<file path="src/common/cgra_pkg.sv">
`default_nettype none

package cgra_pkg;

  // Memory side.
  localparam int WIDE_W = 512; // One read word.

  // Lane side.
  localparam int LANE_W = 16; // Element and result width.
  localparam int LANES  = WIDE_W / LANE_W;

  // Stream ALU opcodes.
  localparam int OP_W = 2;

  localparam logic [OP_W-1:0] OP_ADD = 2'd0; // Modulo 2^16.
  localparam logic [OP_W-1:0] OP_SUB = 2'd1; // A minus B modulo 2^16.
  localparam logic [OP_W-1:0] OP_MUL = 2'd2; // Low half of the product.
  localparam logic [OP_W-1:0] OP_MAX = 2'd3; // Unsigned.

endpackage

`default_nettype wire

</file>
<file path="src/fetch/cgra_fetch_data.sv">
`timescale 1ns/10ps
`default_nettype none

// Reads one wide word at a time into a single-word buffer and serves it out
// one lane per pop, lowest lane first. The next read overlaps the drain.
module cgra_fetch_data (
  input  wire                          clk,
  input  wire                          rst,
  input  wire                          en,
  input  wire                          available_read,
  output logic                         request_read,
  input  wire                          data_valid,
  input  wire [cgra_pkg::WIDE_W-1:0]   read_data,
  input  wire                          pop_data,
  output logic                         available_pop,
  output logic [cgra_pkg::LANE_W-1:0]  data_out
);

  logic                        waiting;     // Request out, word not back yet.
  logic                        has_buffer;  // Buffer holds an unread word.
  logic                        buffer_read; // Buffer went to the lane register.
  logic [cgra_pkg::WIDE_W-1:0] buffer;
  logic [cgra_pkg::WIDE_W-1:0] lanes;
  logic [cgra_pkg::LANES-1:0]  count;       // One-hot lane position.
  logic                        last_lane;
  logic                        pop;
  logic                        load;
  logic                        shift;

  assign data_out  = lanes[cgra_pkg::LANE_W-1:0];
  assign last_lane = count[cgra_pkg::LANES-1];
  assign pop       = pop_data & available_pop;

  // First word when idle, or the next word right behind the last lane.
  assign load  = en & has_buffer & (~available_pop | (pop & last_lane));
  assign shift = en & pop & ~load;

  // Read machine with idle, waiting and buffered states.
  always_ff @(posedge clk) begin
    if (rst) begin
      waiting      <= 1'b0;
      has_buffer   <= 1'b0;
      request_read <= 1'b0;
    end else begin
      request_read <= 1'b0;
      if (en) begin
        if (has_buffer) begin
          if (buffer_read) begin
            has_buffer <= 1'b0;
          end
        end else if (waiting) begin
          if (data_valid) begin
            waiting    <= 1'b0;
            has_buffer <= 1'b1;
          end
        end else if (available_read) begin
          request_read <= 1'b1;
          waiting      <= 1'b1;
        end
      end
    end
  end

  always_ff @(posedge clk) begin
    if (en && waiting && !has_buffer && data_valid) begin
      buffer <= read_data;
    end
  end

  // Control machine for lane position and pop availability.
  always_ff @(posedge clk) begin
    if (rst) begin
      available_pop <= 1'b0;
      buffer_read   <= 1'b0;
      count         <= '0;
    end else if (en) begin
      buffer_read <= load;
      if (load) begin
        available_pop <= 1'b1;
        count         <= {{(cgra_pkg::LANES-1){1'b0}}, 1'b1};
      end else if (pop) begin
        if (last_lane) begin
          available_pop <= 1'b0; // Starved until the next word lands.
        end
        count <= {count[cgra_pkg::LANES-2:0], 1'b0};
      end
    end
  end

  // Lane register, shifted down one lane per pop.
  always_ff @(posedge clk) begin
    if (load) begin
      lanes <= buffer;
    end else if (shift) begin
      lanes <= {{cgra_pkg::LANE_W{1'b0}},
                lanes[cgra_pkg::WIDE_W-1:cgra_pkg::LANE_W]};
    end
  end

endmodule

`default_nettype wire

</file>
<file path="src/verilog/cgra_fetch_pair.sv">
`timescale 1ns/10ps
`default_nettype none

// Two fetchers feeding one stream ALU.
module cgra_fetch_pair (
  input  wire                          clk,
  input  wire                          rst,
  input  wire                          en,
  input  wire [cgra_pkg::OP_W-1:0]     op,
  input  wire                          a_available_read,
  output logic                         a_request_read,
  input  wire                          a_data_valid,
  input  wire [cgra_pkg::WIDE_W-1:0]   a_read_data,
  input  wire                          b_available_read,
  output logic                         b_request_read,
  input  wire                          b_data_valid,
  input  wire [cgra_pkg::WIDE_W-1:0]   b_read_data,
  output logic [cgra_pkg::LANE_W-1:0]  result,
  output logic                         result_valid
);

  logic                        a_available;
  logic                        a_pop;
  logic [cgra_pkg::LANE_W-1:0] a_data;
  logic                        b_available;
  logic                        b_pop;
  logic [cgra_pkg::LANE_W-1:0] b_data;

  cgra_fetch_data fetch_a (
    .clk            (clk),
    .rst            (rst),
    .en             (en),
    .available_read (a_available_read),
    .request_read   (a_request_read),
    .data_valid     (a_data_valid),
    .read_data      (a_read_data),
    .pop_data       (a_pop),
    .available_pop  (a_available),
    .data_out       (a_data)
  );

  cgra_fetch_data fetch_b (
    .clk            (clk),
    .rst            (rst),
    .en             (en),
    .available_read (b_available_read),
    .request_read   (b_request_read),
    .data_valid     (b_data_valid),
    .read_data      (b_read_data),
    .pop_data       (b_pop),
    .available_pop  (b_available),
    .data_out       (b_data)
  );

  // Stalls whenever either stream runs dry.
  cgra_stream_alu alu (
    .clk          (clk),
    .rst          (rst),
    .en           (en),
    .op           (op),
    .a_available  (a_available),
    .a_data       (a_data),
    .b_available  (b_available),
    .b_data       (b_data),
    .a_pop        (a_pop),
    .b_pop        (b_pop),
    .result       (result),
    .result_valid (result_valid)
  );

endmodule

`default_nettype wire

</file>
<file path="src/verilog/cgra_stream_alu.sv">
`timescale 1ns/10ps
`default_nettype none

// Pops both lane streams in lockstep and applies one element-wise operation.
module cgra_stream_alu (
  input  wire                          clk,
  input  wire                          rst,
  input  wire                          en,
  input  wire [cgra_pkg::OP_W-1:0]     op,
  input  wire                          a_available,
  input  wire [cgra_pkg::LANE_W-1:0]   a_data,
  input  wire                          b_available,
  input  wire [cgra_pkg::LANE_W-1:0]   b_data,
  output logic                         a_pop,
  output logic                         b_pop,
  output logic [cgra_pkg::LANE_W-1:0]  result,
  output logic                         result_valid
);

  logic                        pop;
  logic [cgra_pkg::LANE_W-1:0] sum;
  logic [cgra_pkg::LANE_W-1:0] diff;
  logic [cgra_pkg::LANE_W-1:0] prod_lo;
  logic [cgra_pkg::LANE_W-1:0] max_val;
  logic [cgra_pkg::LANE_W-1:0] op_result;

  // Both or neither, so the pairs stay aligned.
  assign pop   = en & a_available & b_available;
  assign a_pop = pop;
  assign b_pop = pop;

  // All results are lane wide, so the arithmetic wraps.
  assign sum     = a_data + b_data;
  assign diff    = a_data - b_data;
  assign prod_lo = a_data * b_data;
  assign max_val = (a_data > b_data) ? a_data : b_data;

  always_comb begin
    op_result = '0;
    case (op)
      cgra_pkg::OP_ADD: op_result = sum;
      cgra_pkg::OP_SUB: op_result = diff;
      cgra_pkg::OP_MUL: op_result = prod_lo;
      cgra_pkg::OP_MAX: op_result = max_val;
      default:          op_result = '0;
    endcase
  end

  always_ff @(posedge clk) begin
    if (rst) begin
      result_valid <= 1'b0;
    end else begin
      result_valid <= pop; // One pulse per popped pair.
    end
  end

  always_ff @(posedge clk) begin
    if (pop) begin
      result <= op_result;
    end
  end

endmodule

`default_nettype wire
</file>
<file path="config.mk">
export PLATFORM = sky130hd
export DESIGN_NAME = cgra_fetch_pair
export DESIGN_NICKNAME = d
export VERILOG_FILES = /design/src/common/cgra_pkg.sv /design/src/fetch/cgra_fetch_data.sv /design/src/verilog/cgra_fetch_pair.sv /design/src/verilog/cgra_stream_alu.sv
export SDC_FILE = /design/constraint.sdc
export NUM_CORES = 2
export LEC_CHECK = 0
export BUFFER_PORTS_ARGS = -buffer_cell sky130_fd_sc_hd__buf_2
export CORE_MARGIN = 1
export CORE_UTILIZATION = 50
export CTS_BUF_LIST = sky130_fd_sc_hd__clkbuf_4
export CTS_CLUSTER_SIZE = 28
export DETAILED_ROUTE_END_ITERATION = 8
export PLACE_DENSITY = 0.7
export SLEW_MARGIN = 5
export SYNTH_ARGS = -nofsm -noshare
export SYNTH_HDL_FRONTEND = slang
export SYNTH_SLANG_ARGS = --single-unit
</file>
<file path="constraint.sdc">
create_clock -name clk -period 22.6 [get_ports clk]
set_input_delay 3.39 -clock clk [delete_from_list [all_inputs] [get_ports clk]]
set_output_delay 3.39 -clock clk [all_outputs]
set_load 0.05 [all_outputs]
</file>
* Word-level counts from Yosys, hierarchy flattened
Index checks and enable logic that the tools add are counted.
Cells by class: $add $sub $neg 2, $mul 1, divide/modulo/power cells 0, magnitude comparators 1, eq/ne operators 3, shift operators 0, muxes and demuxes 30, bitwise operators 23, reductions and logical operators 23
Operators by type and width (number):
- $mux 512 | 4
- $mux 32 | 4
- $pmux 16 s4 | 1
- $mux 1 | 20
- $add 16x16->16 | 1
- $gt 16x16->1 | 1
- $mul 16x16->16 | 1
- $mux 16 | 1
- $sub 16x16->16 | 1
- $and 1x1->1 | 14
- $reduce_bool 2->1 | 6
- $reduce_and 2->1 | 4
- $reduce_or 4->1 | 2
- $not 1->1 | 7
- $logic_and 1x1->1 | 6
- $reduce_and 3->1 | 2
- $eq 2x2->1 const B | 2
- $eq 2x1->1 const B | 1
- $logic_not 1->1 | 2
- $logic_not 2->1 | 1
- $or 1x1->1 | 2
Storage, ports and cells: flip-flop bits (word level) 2139, bits in latches 0, RAM bits 0, bits in read-only memories 0, input bits 1033, output and inout port bits 19, logic and storage cells 101, memories 0

* Logic depth before layout (Yosys ltp)
word-level depth 10, depth in mapped cells 23, gate-level depth less buffers 22

* Hierarchy
Synthesis repeated with hierarchy kept, for this count alone.
Second synthesis, totals: cells, all modules 4320, area total of the unflattened synthesis 84748.8 um^2
By module, submodules not included:
- cgra_fetch_data | instances 2, cells an instance 1773, area an instance 39088.7 um^2, seq. area each 31490.2 um^2
- cgra_stream_alu | instances 1, cells an instance 774, area an instance 6571.3 um^2, seq. area each 500.5 um^2

* Worst setup path after synthesis
Ideal clock, no wire load.
kind input to register, start input en, end register fetch_b.lanes[0] in the netlist's numbering, enable pin, library setup time 0.972 ns, arrival time 16.394 ns, required time 21.628 ns, slack 5.234 ns, stages on the path 5, path buffers 2, cells stage by stage nand2_1 a21oi_1 clkbuf_1 clkbuf_1 nand2b_1
Between the ends: word-level cells in the longest chain between the ends 9, elaborated cells on any way between the ends 11, classes of those cells bitwise (10); reduce/logical (1)
RTL lines:
- start: declaration | RTL line cgra_fetch_pair.sv:8 | input wire en,
- $and 1x1->1 (2 in a row) | RTL line cgra_stream_alu.sv:28 | assign pop = en & a_available & b_available;
- $and 1x1->1 | RTL line cgra_fetch_data.sv:32 | assign pop = pop_data & available_pop;
- $and 1x1->1 | RTL line cgra_fetch_data.sv:35 | assign load = en & has_buffer & (~available_pop | (pop & last_lane));
- $or 1x1->1 | RTL line cgra_fetch_data.sv:35
- $and 1x1->1 | RTL line cgra_fetch_data.sv:35
- $not 1->1 | RTL line cgra_fetch_data.sv:36 | assign shift = en & pop & ~load;
- $and 1x1->1 | RTL line cgra_fetch_data.sv:36
- $reduce_bool 2->1 (no source line) (*)
- end signal: assignment | RTL line cgra_fetch_data.sv:93 | lanes <= buffer;
- end signal: assignment | RTL line cgra_fetch_data.sv:95 | lanes <= {{cgra_pkg::LANE_W{1'b0}},
- end: declaration | RTL line cgra_fetch_data.sv:23 | logic [cgra_pkg::WIDE_W-1:0] lanes;
Mark *: on every way between the ends. The rest lies on a longest branch, timed or not. A chain may end at the register's enable or synchronous reset.

* Worst setup path after layout
start input en, end register fetch_a.buffer[302] in the netlist's numbering, enable pin
Between the ends: word-level cells in the longest chain between the ends 3
RTL lines:
- $logic_and 1x1->1 (3 in a row) | RTL line cgra_fetch_data.sv:65 | if (en && waiting && !has_buffer && data_valid) begin
- end signal: assignment | RTL line cgra_fetch_data.sv:66 | buffer <= read_data;
- end: declaration | RTL line cgra_fetch_data.sv:22 | logic [cgra_pkg::WIDE_W-1:0] buffer;
Every way passes these cells.

==> out/metrics.cfg <==
[status]
run_status=finished clean

[floorplan]
die_h_um=408
core_sq_um=163000
io_pins=1052
start_util_pct=50.5
die_area_sq_um=166000
die_w_um=408
rows=148

[clock_tree]
cts_setup_buffers=0
root_buffer=clkbuf_4
hold_buffers=0
clk_latency_ps=1380
ctsResizeCount=0
cts_buffers=558
clockBufferDepth=4
cts_htree_levels=6
cts_tree=built
cts_sinks=2139
clkTransAtPathRegs_ps=70

[synth]
synth-edff-count=2064
async_flop_share_pct=0
ys_ff_latch=2139
ys_warn_count=0
yosys-top-cells-count=edfxtp_1 (2064), mux2_2 (993), nand2_1 (232)
yosysMostFrequentCell=edfxtp_1
synth_area_sq_um=82300
synthCells=4297
ys_seq_area_share_pct=77.2
avgSynthCellArea_sq_um=19.1
synthFlopType=edfxtp_1
synth.distinct_cells=60
synth_top_area_share_pct=75.3
synth_area_leaders=edfxtp_1 (75%), mux2_2 (14%), fa_1 (2.0%)
syn_nets=5492
synth_top_cell_by_area=edfxtp_1

[detailed_routing]
via_count=43400
drc_errors=0
viasPerCell=5.19
wl_um=191000
wl_per_cell_um=22.8
drtAntennaViolNets=0
drtPass1Iterations=7
drtIter0Drc=3470

[sta]
hold_violations=0
period_share_pct=33.8
report.final.slew_viol_count=0
tightest_slew_ps=1270
period_minus_slack_ps=7640
setup_tns_ps=0
timing.fmax_mhz=131
slew_headroom_pct=15.4
rsz0062_at_grt=no
setup_viol=0
skew_ps=79.9

[placed_design]
place_congestion=0.898
port_buffers=1051
hpwl_um=130000

[finish]
nets=6975
area_growth_pct=17.7
post-route-util_pct=59.4
drive_above_1_share_pct=48.0
fill_cells=12300

[power]
internal-power_mw=6.25
seqPwrFrac_pct=55.6
leakagePower_nw=34.4
ir_drop_v=0.0000641
combPwrFrac_pct=3.6
p_clk_share_pct=40.8
switching_share_pct=21.0
power.switching_mw=1.67
cellPowerDensity_nw_per_um2=81.8

[critical_path]
cpMaxStageDelayCell=buf_4
cp-end-kind=register
path_buf_inv=7
path_common_cell=buf_4
worstPathRequired_ps=23530
worst-endpoint-arrival_ps=8570
cp_top_family=buffers and inverters
crit_chain=buf_2 > inv_1 > nor2_1 > and3_4 > buf_4 > buf_4 > buf_4 > buf_12 > buf_4
cp_slowest_stage_delay_ps=940
critical_path_class=input pin to register
path_max_fanout=174
critPathLaunchType=input pin

[global_routing]
grtUsageMet2_pct=37.6
antenna_found_initial=189
met3_usage_pct=6.94
grt_pass1_vias=44700
gr-usage-met1_pct=26.4
top_usage_layer=met2
grt_overflow=0
grt_usage_pct=22.6
grt_max_degree=182
grt_pass1_wl_um=274000

[job]
cap_violations=0

[min_path]
worstHoldPathType=register to register

[final timing paths]
kind / depth (start not counted) / end / slack [ps] / from
setup / recovery: 9 / fetch_a.buffer[302] / 14960 / en
hold / removal: 2 / fetch_a.count[23] / 450 / fetch_a.count[22]
setup reg to reg: 20 / alu.result[15] / 16100 / fetch_a.lanes[1]
hold reg to reg: 2 / fetch_a.count[23] / 450 / fetch_a.count[22]
[layout by cell type (no fill, tap or decap), drive strengths merged, types with 3 or more instances in the layout]
| cell type | synthesis | final |
|---|---|---|
| buf | 96 | 1091 |
| o31ai | 8 | 8 |
| and3 | 5 | 5 |
| ha | 80 | 80 |
| o22ai | 3 | 3 |
| nor3 | 9 | 9 |
| clkinvlp | 0 | 5 |
| xnor2 | 44 | 44 |
| bufinv | 0 | 11 |
| a21o | 7 | 7 |
| inv | 145 | 160 |
| and2 | 80 | 80 |
| nand3 | 6 | 6 |
| dfxtp | 75 | 75 |
| mux2i | 4 | 4 |
| clkbuf | 72 | 795 |
| nor2 | 55 | 55 |
| or2 | 5 | 5 |
| o21ai | 35 | 35 |
| xor2 | 10 | 10 |
| fa | 82 | 82 |
| nand2 | 234 | 234 |
| a31oi | 5 | 5 |
| a211oi | 7 | 7 |
| a21oi | 118 | 118 |
| edfxtp | 2064 | 2064 |
| nand2b | 6 | 6 |
| o21a | 7 | 7 |
| nor2b | 4 | 4 |
| mux2 | 993 | 993 |
| o211ai | 7 | 7 |
| diode | 0 | 75 |
| clkinv | 3 | 76 |
[stage by stage]
| step | setup slack [ps] | std cells | instance area [sq um] | hold slack [ps] | total power [mW] |
|---|---|---|---|---|---|
| 2_1_floorplan | 5230 | 4297 | 82300 | 432 | 4.65 |
| 3_3_place_gp | 13810 | 7395 | 89900 | 436 | 4.76 |
| 3_5_place_dp | 13710 | 7395 | 89900 | 445 | 4.77 |
| 4_1_cts | 15260 | 8294 | 96600 | 453 | 8.01 |
| 5_1_grt | 14860 | 8358 | 96800 | 453 | 8.24 |
| 6_report | 14960 | 8369 | 96800 | 447 | 7.91 |
[metal layers]
metal	wire length [um]	vias up
met1	72100	21300
met3	13800	556
met2	96500	1774
met5	569	-
met4	7550	92
li1	-	19700
[worst register-to-register path, delay by kind of cell, from the launching register on]
kind	cells	cell delay [ps]
and+or+nand+nor	2	370
AOI/OAI and AO/OA	5	990
DFF	1	820
buffers and inverters	5	830
adders and majority gates	7	2900
xor gates and xnor gates	1	330
[state kept, by name, summed over array words and instances, names as in the netlist]
name and flops:
fetch_a.count 32, fetch_b.available_pop 1, fetch_a.buffer_read 1, fetch_b.lanes 512, alu.result 16, alu.result_valid 1
fetch_b.waiting 1, fetch_b.buffer 512, fetch_b.count 32, fetch_a.waiting 1, fetch_a.request_read 1, fetch_b.has_buffer 1
fetch_b.request_read 1, fetch_b.buffer_read 1, fetch_a.lanes 512, fetch_a.buffer 512, fetch_a.has_buffer 1, fetch_a.available_pop 1
[final cells by class]
class	instances	area [sq um]	area share [%]
sequential	2139	63500	65.6
inverter	148	556	0.574
antenna	75	188	0.194
clock buffer	795	5970	6.17
tap	2175	2720	2.81
clock inverter	104	716	0.739
timing repair buffer	1091	5640	5.82
multi-input combinational	1842	17500	18.1
[power by group through the flow]
stage | combinational [mW] | sequential, mW | clock (mW)
6_report | 0.286 | 4.40 | 3.23
5_1_grt | 0.311 | 4.40 | 3.53
4_1_cts | 0.286 | 4.40 | 3.32
3_5_place_dp | 0.284 | 4.49 | 0
3_3_place_gp | 0.279 | 4.48 | 0
2_1_floorplan | 0.142 | 4.51 | 0
[logic make-up after synthesis]
group           share of synthesized area (%)
fa+ha+maj                                3.21
buf+inv                                  1.59
mux                                      13.6
compound gates                           1.57
flops                                    77.2
simple gates                             2.23
xor+xnor                                0.584
Power figures use the tool's default switching activity.
